## config.mk

```make
export PLATFORM = sky130hd
export DESIGN_NAME = pathORAMBackend
export DESIGN_NICKNAME = d
export VERILOG_FILES = /design/src/oramPkg.sv /design/src/pathORAMBackend.sv /design/src/pathAddrGen.sv /design/src/dramInitializer.sv /design/src/backendControl.sv
export SDC_FILE = /design/constraint.sdc
export NUM_CORES = 1
export LEC_CHECK = 0
export BUFFER_PORTS_ARGS = -buffer_cell sky130_fd_sc_hd__buf_2
export CORE_MARGIN = 10
export CORE_UTILIZATION = 45
export CTS_CLUSTER_SIZE = 14
export DETAILED_ROUTE_END_ITERATION = 8
export PLACE_DENSITY = 0.76
export SLEW_MARGIN = 20
export SYNTH_ARGS = -nofsm -noshare
export SYNTH_HDL_FRONTEND = slang
export SYNTH_SLANG_ARGS = --single-unit
```

## constraint.sdc

```tcl
create_clock -name Clock -period 7.9 [get_ports Clock]
set_clock_uncertainty 0.1 [all_clocks]
set_input_delay 0.79 -clock Clock [delete_from_list [all_inputs] [get_ports Clock]]
set_output_delay 0.79 -clock Clock [all_outputs]
set_load 0.1 [all_outputs]
```

## src/oramPkg.sv

```systemverilog
// --------------------------------------------------------------------------
// Tree geometry, DRAM widths and command codes for the ORAM backend
// DRAM word union and the shared beat address function
// --------------------------------------------------------------------------
package oramPkg;

	// ----------------------------------------------------------------------
	// Tree geometry
	// ----------------------------------------------------------------------

	// Levels below the root, also the leaf width
	localparam int ORAML = 3;
	// Blocks per bucket
	localparam int ORAMZ = 2;
	localparam int NumBuckets = (2 ** (ORAML + 1)) - 1;
	// Header beat plus one beat per block
	localparam int BucketBeats = ORAMZ + 1;
	localparam int NumBeats = NumBuckets * BucketBeats;

	// Counter widths
	localparam int BucketWidth = ORAML + 1;
	localparam int BeatWidth = $clog2(BucketBeats);
	localparam int LevelWidth = $clog2(ORAML + 1);

	// ----------------------------------------------------------------------
	// DRAM side
	// ----------------------------------------------------------------------

	localparam int BeatStride = 8;
	localparam int DDRAWidth = 16;
	localparam int DDRCWidth = 3;
	localparam int DDRDWidth = 64;
	localparam logic [DDRCWidth-1:0] DDRCmdWrite = 3'd0;
	localparam logic [DDRCWidth-1:0] DDRCmdRead = 3'd1;

	// Header layout
	localparam int IVWidth = 32;
	localparam int PadWidth = DDRDWidth - IVWidth - ORAMZ;

	// Backend mode encodings
	localparam logic StInitialize = 1'b0;
	localparam logic StNormal = 1'b1;

	// One DRAM beat, seen as payload or as bucket header
	typedef union packed {
		logic [DDRDWidth-1:0] raw;
		struct packed {
			logic [PadWidth-1:0] pad;
			logic [IVWidth-1:0] iv;
			logic [ORAMZ-1:0] valid;
		} header;
	} dramWord;

	// Beat b of bucket i sits at (i * BucketBeats + b) * BeatStride
	function automatic logic [DDRAWidth-1:0] beatAddress(
		input logic [BucketWidth-1:0] bucket,
		input logic [BeatWidth-1:0] beat
	);
		beatAddress = ((DDRAWidth'(bucket) * DDRAWidth'(BucketBeats)) + DDRAWidth'(beat))
			* DDRAWidth'(BeatStride);
	endfunction

endpackage
```

## src/pathORAMBackend.sv

```systemverilog
// --------------------------------------------------------------------------
// Path ORAM backend top, mode control and DRAM command steering
// --------------------------------------------------------------------------
`timescale 1ns/1ps

module pathORAMBackend import oramPkg::*; (
	input logic Clock,
	input logic rstN,
	// Frontend
	input logic CommandValid,
	input logic Command,
	input logic [ORAML-1:0] CurrentLeaf,
	output logic CommandReady,
	// DRAM commands
	output logic [DDRAWidth-1:0] DRAMCommandAddress,
	output logic [DDRCWidth-1:0] DRAMCommand,
	output logic DRAMCommandValid,
	input logic DRAMCommandReady,
	// DRAM write data
	output logic [DDRDWidth-1:0] DRAMWriteData,
	output logic DRAMWriteDataValid,
	input logic DRAMWriteDataReady
);

	logic initMode;
	logic initDone;

	// Initializer side
	logic [DDRAWidth-1:0] initAddress;
	logic [DDRCWidth-1:0] initCommand;
	logic initCommandValid;
	logic initCommandReady;
	logic [DDRDWidth-1:0] initWriteData;
	logic initWriteDataValid;
	logic initWriteDataReady;

	// Address generator side
	logic [DDRAWidth-1:0] genAddress;
	logic [DDRCWidth-1:0] genCommand;
	logic genCommandValid;
	logic genCommandReady;
	logic genIdle;

	// ----------------------------------------------------------------------
	// Mode selection
	// ----------------------------------------------------------------------

	assign DRAMCommandAddress = initMode ? initAddress : genAddress;
	assign DRAMCommand = initMode ? initCommand : genCommand;
	assign DRAMCommandValid = initMode ? initCommandValid : genCommandValid;

	// Readies only reach the current owner
	assign initCommandReady = DRAMCommandReady & initMode;
	assign initWriteDataReady = DRAMWriteDataReady & initMode;
	assign genCommandReady = DRAMCommandReady & ~initMode;

	// Write data only ever comes from the initializer
	assign DRAMWriteData = initWriteData;
	assign DRAMWriteDataValid = initWriteDataValid;

	assign CommandReady = genIdle & ~initMode;

	backendControl control (
		.Clock(Clock),
		.rstN(rstN),
		.initDone(initDone),
		.initMode(initMode)
	);

	dramInitializer initializer (
		.Clock(Clock),
		.rstN(rstN),
		.DRAMCommandAddress(initAddress),
		.DRAMCommand(initCommand),
		.DRAMCommandValid(initCommandValid),
		.DRAMCommandReady(initCommandReady),
		.DRAMWriteData(initWriteData),
		.DRAMWriteDataValid(initWriteDataValid),
		.DRAMWriteDataReady(initWriteDataReady),
		.initDone(initDone)
	);

	pathAddrGen addrGen (
		.Clock(Clock),
		.rstN(rstN),
		.enable(~initMode),
		.start(CommandValid),
		.isWrite(Command),
		.leaf(CurrentLeaf),
		.idle(genIdle),
		.DRAMCommandAddress(genAddress),
		.DRAMCommand(genCommand),
		.DRAMCommandValid(genCommandValid),
		.DRAMCommandReady(genCommandReady)
	);

endmodule

```

## src/pathAddrGen.sv

```systemverilog
// --------------------------------------------------------------------------
// Path address generator, one DRAM command per beat from root to leaf
// --------------------------------------------------------------------------
`timescale 1ns/1ps

module pathAddrGen import oramPkg::*; (
	input logic Clock,
	input logic rstN,
	// Low during initialization
	input logic enable,
	input logic start,
	// 1 for a write path
	input logic isWrite,
	input logic [ORAML-1:0] leaf,
	output logic idle,
	// Command channel
	output logic [DDRAWidth-1:0] DRAMCommandAddress,
	output logic [DDRCWidth-1:0] DRAMCommand,
	output logic DRAMCommandValid,
	input logic DRAMCommandReady
);

	logic busy;
	logic accept;
	logic cmdFire;
	logic lastBeatOfBucket;
	logic lastLevel;
	logic [LevelWidth-1:0] level;
	logic [BeatWidth-1:0] beat;
	// Latched request
	logic [ORAML-1:0] leafReg;
	logic writeReg;
	// Heap position of the leaf, leaf plus 2^ORAML
	logic [BucketWidth-1:0] heapPos;
	logic [BucketWidth-1:0] bucket;

	// ----------------------------------------------------------------------
	// Request handshake
	// ----------------------------------------------------------------------

	assign idle = ~busy;
	assign accept = enable & start & idle;
	assign cmdFire = DRAMCommandValid & DRAMCommandReady;

	assign lastBeatOfBucket = (beat == BucketBeats - 1);
	assign lastLevel = (level == ORAML);

	// ----------------------------------------------------------------------
	// Level and beat counters
	// ----------------------------------------------------------------------

	always_ff @(posedge Clock or negedge rstN) begin
		if (!rstN) begin
			busy <= 1'b0;
			level <= '0;
			beat <= '0;
		end else if (accept) begin
			busy <= 1'b1;
			level <= '0;
			beat <= '0;
		end else if (cmdFire) begin
			if (lastBeatOfBucket) begin
				beat <= '0;
				if (lastLevel) begin
					// Path finished, ready again next cycle
					busy <= 1'b0;
				end else begin
					level <= level + 1'b1;
				end
			end else begin
				beat <= beat + 1'b1;
			end
		end
	end

	// Request payload, only taken on accept
	always_ff @(posedge Clock) begin
		if (accept) begin
			leafReg <= leaf;
			writeReg <= isWrite;
		end
	end

	// ----------------------------------------------------------------------
	// Bucket and address
	// ----------------------------------------------------------------------

	assign heapPos = {1'b1, leafReg};

	// Ancestor at this level, heap order with root at 0
	assign bucket = (heapPos >> (ORAML - level)) - 1'b1;

	assign DRAMCommandValid = busy;
	assign DRAMCommand = writeReg ? DDRCmdWrite : DDRCmdRead;
	assign DRAMCommandAddress = beatAddress(bucket, beat);

endmodule

```

## src/dramInitializer.sv

```systemverilog
// --------------------------------------------------------------------------
// DRAM initializer, writes a header and zero blocks into every bucket
// --------------------------------------------------------------------------
`timescale 1ns/1ps

module dramInitializer import oramPkg::*; (
	input logic Clock,
	input logic rstN,
	// Command channel
	output logic [DDRAWidth-1:0] DRAMCommandAddress,
	output logic [DDRCWidth-1:0] DRAMCommand,
	output logic DRAMCommandValid,
	input logic DRAMCommandReady,
	// Write data channel
	output logic [DDRDWidth-1:0] DRAMWriteData,
	output logic DRAMWriteDataValid,
	input logic DRAMWriteDataReady,
	// Level, stays high once set
	output logic initDone
);

	logic [BucketWidth-1:0] bucket;
	logic [BeatWidth-1:0] beat;
	// Started the walk, low in reset
	logic running;
	// Halves of the current beat already accepted
	logic cmdSent;
	logic dataSent;
	logic cmdFire;
	logic dataFire;
	logic beatDone;
	logic lastBeatOfBucket;
	logic lastBeat;
	dramWord word;

	// ----------------------------------------------------------------------
	// Handshakes
	// ----------------------------------------------------------------------

	assign DRAMCommandValid = running & ~cmdSent;
	assign DRAMWriteDataValid = running & ~dataSent;
	assign cmdFire = DRAMCommandValid & DRAMCommandReady;
	assign dataFire = DRAMWriteDataValid & DRAMWriteDataReady;

	// Both halves in, now or earlier
	assign beatDone = running & (cmdSent | cmdFire) & (dataSent | dataFire);

	assign lastBeatOfBucket = (beat == BucketBeats - 1);
	assign lastBeat = lastBeatOfBucket & (bucket == NumBuckets - 1);

	// ----------------------------------------------------------------------
	// Walk over buckets and beats
	// ----------------------------------------------------------------------

	always_ff @(posedge Clock or negedge rstN) begin
		if (!rstN) begin
			bucket <= '0;
			beat <= '0;
			running <= 1'b0;
			cmdSent <= 1'b0;
			dataSent <= 1'b0;
			initDone <= 1'b0;
		end else if (!running) begin
			// Kick off once, never again after done
			running <= ~initDone;
		end else if (beatDone) begin
			cmdSent <= 1'b0;
			dataSent <= 1'b0;
			if (lastBeat) begin
				running <= 1'b0;
				initDone <= 1'b1;
			end else if (lastBeatOfBucket) begin
				beat <= '0;
				bucket <= bucket + 1'b1;
			end else begin
				beat <= beat + 1'b1;
			end
		end else begin
			// Remember the half that went through
			cmdSent <= cmdSent | cmdFire;
			dataSent <= dataSent | dataFire;
		end
	end

	// ----------------------------------------------------------------------
	// Command and data word
	// ----------------------------------------------------------------------

	assign DRAMCommand = DDRCmdWrite;
	assign DRAMCommandAddress = beatAddress(bucket, beat);

	// Header on beat 0, empty blocks after it
	always_comb begin
		word.raw = '0;
		if (beat == '0) begin
			word.header.valid = '0;
			word.header.iv = IVWidth'(bucket);
		end
	end

	assign DRAMWriteData = word.raw;

endmodule

```

## src/backendControl.sv

```systemverilog
// --------------------------------------------------------------------------
// Backend mode FSM, initialize then normal operation
// --------------------------------------------------------------------------
`timescale 1ns/1ps

module backendControl import oramPkg::*; (
	input logic Clock,
	input logic rstN,
	// Initializer has written every beat
	input logic initDone,
	// High while DRAM belongs to the initializer
	output logic initMode
);

	// ----------------------------------------------------------------------
	// State register
	// ----------------------------------------------------------------------

	logic state;
	logic nextState;

	always_ff @(posedge Clock or negedge rstN) begin
		if (!rstN) begin
			state <= StInitialize;
		end else begin
			state <= nextState;
		end
	end

	// One way only, normal mode is never left
	always_comb begin
		nextState = state;
		case (state)
			StInitialize: begin
				if (initDone) begin
					nextState = StNormal;
				end
			end
			default: begin
				nextState = StNormal;
			end
		endcase
	end

	// ----------------------------------------------------------------------
	// Arbitration choice
	// ----------------------------------------------------------------------

	// Single place the DRAM owner is decided
	assign initMode = (state == StInitialize);

endmodule

```

==> results.yml <==
floorplanning:
  die_w_um: 87.71
  die_area_sq_mm: 0.007693
  initial_core_util_pct: 47.06
  fp.dieH_um: 87.71
  fp-row-count: 24
  core_sq_mm: 0.004384
  io_pins: 95
clock_tree:
  clock_latency_ns: 0.26
  cts.sinks: 20
  clk_pin_slew_worst_paths_ns: 0.07
  postCtsHoldBufs: 0
  post_cts_buffers: 0
  ctsHtreeMaxLevel: 1
  clockRootBuffer: "clkbuf_8"
  cts_resized: 0
  cts_tree: "done"
  numCtsBuffers: 3
  clockBufferDepth: 2
setup_path:
  arrival_ns: 3.35
  worst_path_max_delay_cell: "dfrtp_1"
  start_kind: "flop"
  cp-end-kind: "output port"
  r2r_cells: 5
  cp_cell_sequence: "nand2_1, o21ai_0, inv_1, ha_1, xor2_1, inv_1, ha_1, fa_1, xnor2_1, a21oi_1, buf_2"
  r2r_slack_ns: 6.05
  r2r_end: "addrGen.level[1]$_DFFE_PN0P_"
  cp.buffers_inverters: 3
  worst-setup-path-type: "reg -> out"
  crit_required_ns: 7.01
  path_max_fanout: 6
  path_delay_family: "adder cells"
  timing.rr.start: "control.state$_DFF_PN0_"
  cpPeakStageDelay_ns: 0.47
place:
  dp_hpwl_um: 3190
  port_buffers: 22
  globalplace.congestion: 0.7821
global_route:
  grt_usage_pct: 9.158
  first_global_vias: 1296
  grt_start_max_net_pins: 23
  overflow: 0
  antenna_found_initial: 0
  grt_pass1_wl_um: 5934
logic_synthesis:
  netlist_instances: 226
  synth_ff_type: "dfrtp_1"
  synthTopCellsByCount: "buf_4 (73), ha_1 (19), dfrtp_1 (16)"
  seq_area_frac_synth_pct: 25.23
  async_flop_share_pct: 80.00
  synth_top_area_share_pct: 26.56
  ys_warn_count: 0
  synth-seq-cells: 20
  synthTopCellsByArea: "buf_4 (27%), dfrtp_1 (19%), ha_1 (12%), edfxtp_1 (5.8%), fa_1 (2.9%)"
  synth_most_common_cell: "buf_4"
  synthDistinctLibCells: 43
  synth-edff-count: 4
  avgSynthCellArea_sq_um: 9.129
  netlist.top_cell.by_area: "buf_4"
  synth.cell_area_sq_mm: 0.002063
drt:
  wire_per_inst_um: 12.30
  postRouteAntennaNets: 0
  routed_via_density: 4.258
  num_vias: 1273
  routed_wl_um: 3677
  drt_first_iter_violations: 24
  drc: 0
  first_pass_iters: 4
sta:
  finalSetupTns_ns: 0
  relSlewSlack_pct: 52.21
  hold_violations: 0
  fmax_mhz: 236.0
  period_needed_ns: 4.238
  rsz0062_at_grt: "false"
  tightest_slew_ns: 0.7169
  setup_viol: 0
  min_period_over_period_pct: 53.64
  maxSlewViolCount: 0
final_layout:
  nNetsFinal: 279
  drive_above_1_share_pct: 14.17
  diodes: 0
  syn_to_final_growth_pct: -3.578
worst_hold_path:
  hold_class: "in -> async"
job:
  max-cap-violations: 0
outcome:
  status: "finished, final reports clean"
==> layout by cell type (no fill, tap or decap), types with 2 or more instances in the layout <==
cell / netlist / layout
edfxtp_1: 4 / 4
conb_1: 1 / 72
clkbuf_8: 0 / 3
nor2_1: 8 / 8
fa_1: 3 / 3
nor2b_1: 3 / 3
ha_1: 19 / 19
and2b_1: 2 / 2
a21o_1: 4 / 4
xnor2_1: 6 / 6
nor3_1: 2 / 2
a22o_1: 2 / 2
a21oi_1: 8 / 8
inv_1: 14 / 14
o22ai_1: 2 / 2
o21ai_0: 4 / 4
mux2_2: 4 / 4
and2_1: 3 / 3
nand2b_1: 3 / 3
buf_2: 1 / 22
nand3_1: 4 / 4
dfrtp_1: 16 / 16
mux2i_1: 4 / 4
xor2_1: 4 / 4
and4b_1: 2 / 2
nand2_1: 13 / 13
==> metrics by stage <==
| step | cells | instance area (sq um) | hold WS [ns] | utilization (%) | worst slack (ns) |
|---|---|---|---|---|---|
| after global placement | 295 | 1944 | 0.3489 | 44.35 | 4.046 |
| after global routing | 299 | 1989 | 0.3663 | 45.38 | 3.376 |
| final | 299 | 1989 | 0.3295 | 45.38 | 3.662 |
| after detailed placement | 295 | 1944 | 0.3677 | 44.35 | 3.933 |
| after floorplan | 297 | 2330 | 0.3350 | - | 3.182 |
| after CTS | 299 | 1989 | 0.3454 | 45.38 | 3.639 |
==> state kept, by name, summed over array words and instances, names as in the netlist, 2 cells and up <==
signal,count
addrGen.level,2
addrGen.leafReg,3
initializer.beat,2
addrGen.beat,2
initializer.bucket,4
==> cell type report <==
type                       instances  area (sq um)
timing repair buffer              22         110.1
fill                             432          2395
sequential                        20         520.5
clock buffer                       3         41.29
clock inverter                     1         3.754
multi-input combinational        187          1196
tap                               52         65.06
inverter                          14         52.55
==> worst max-delay path by stage <==
stage	from	endpoint	slack, ns	cells after the start
floorplan	addrGen.level[1]$_DFFE_PN0P_	DRAMCommandAddress[5]	3.18	10
global placement	addrGen.level[1]$_DFFE_PN0P_	DRAMCommandAddress[6]	4.05	11
detailed placement	addrGen.level[1]$_DFFE_PN0P_	DRAMCommandAddress[6]	3.93	11
CTS	addrGen.level[1]$_DFFE_PN0P_	DRAMCommandAddress[6]	3.64	11
global route	addrGen.level[1]$_DFFE_PN0P_	DRAMCommandAddress[6]	3.38	11
finish	addrGen.level[1]$_DFFE_PN0P_	DRAMCommandAddress[6]	3.66	11
==> layer usage <==
layer | routed length [um] | GRT usage, % | share of wire [%]
met1 | 1465 | 10.58 | 40
met4 | 44 | 3.478 | 1.2
met3 | 433 | 2.878 | 12
met2 | 1734 | 15.41 | 47
met5 | 0 | 0 | 0
==> kinds of logic (layout without fill, tap and decap cells) <==
| group | count (synthesis) | in the layout | synth area share, % |
|---|---|---|---|
| xor gates and xnor gates | 10 | 10 | 4.245 |
| DFF | 20 | 20 | 25.23 |
| AOI/OAI and AO/OA | 26 | 26 | 8.794 |
| muxes | 8 | 8 | 4.124 |
| other | 1 | 72 | 0.1818 |
| and+or+nand+nor | 49 | 49 | 13.28 |
| adders and majority gates | 22 | 22 | 14.43 |
| buffers and inverters | 90 | 40 | 29.71 |
Power is left out: the tool's default activity adds up to more than one toggle a clock period on the data nets, which glitch-free logic cannot reach.
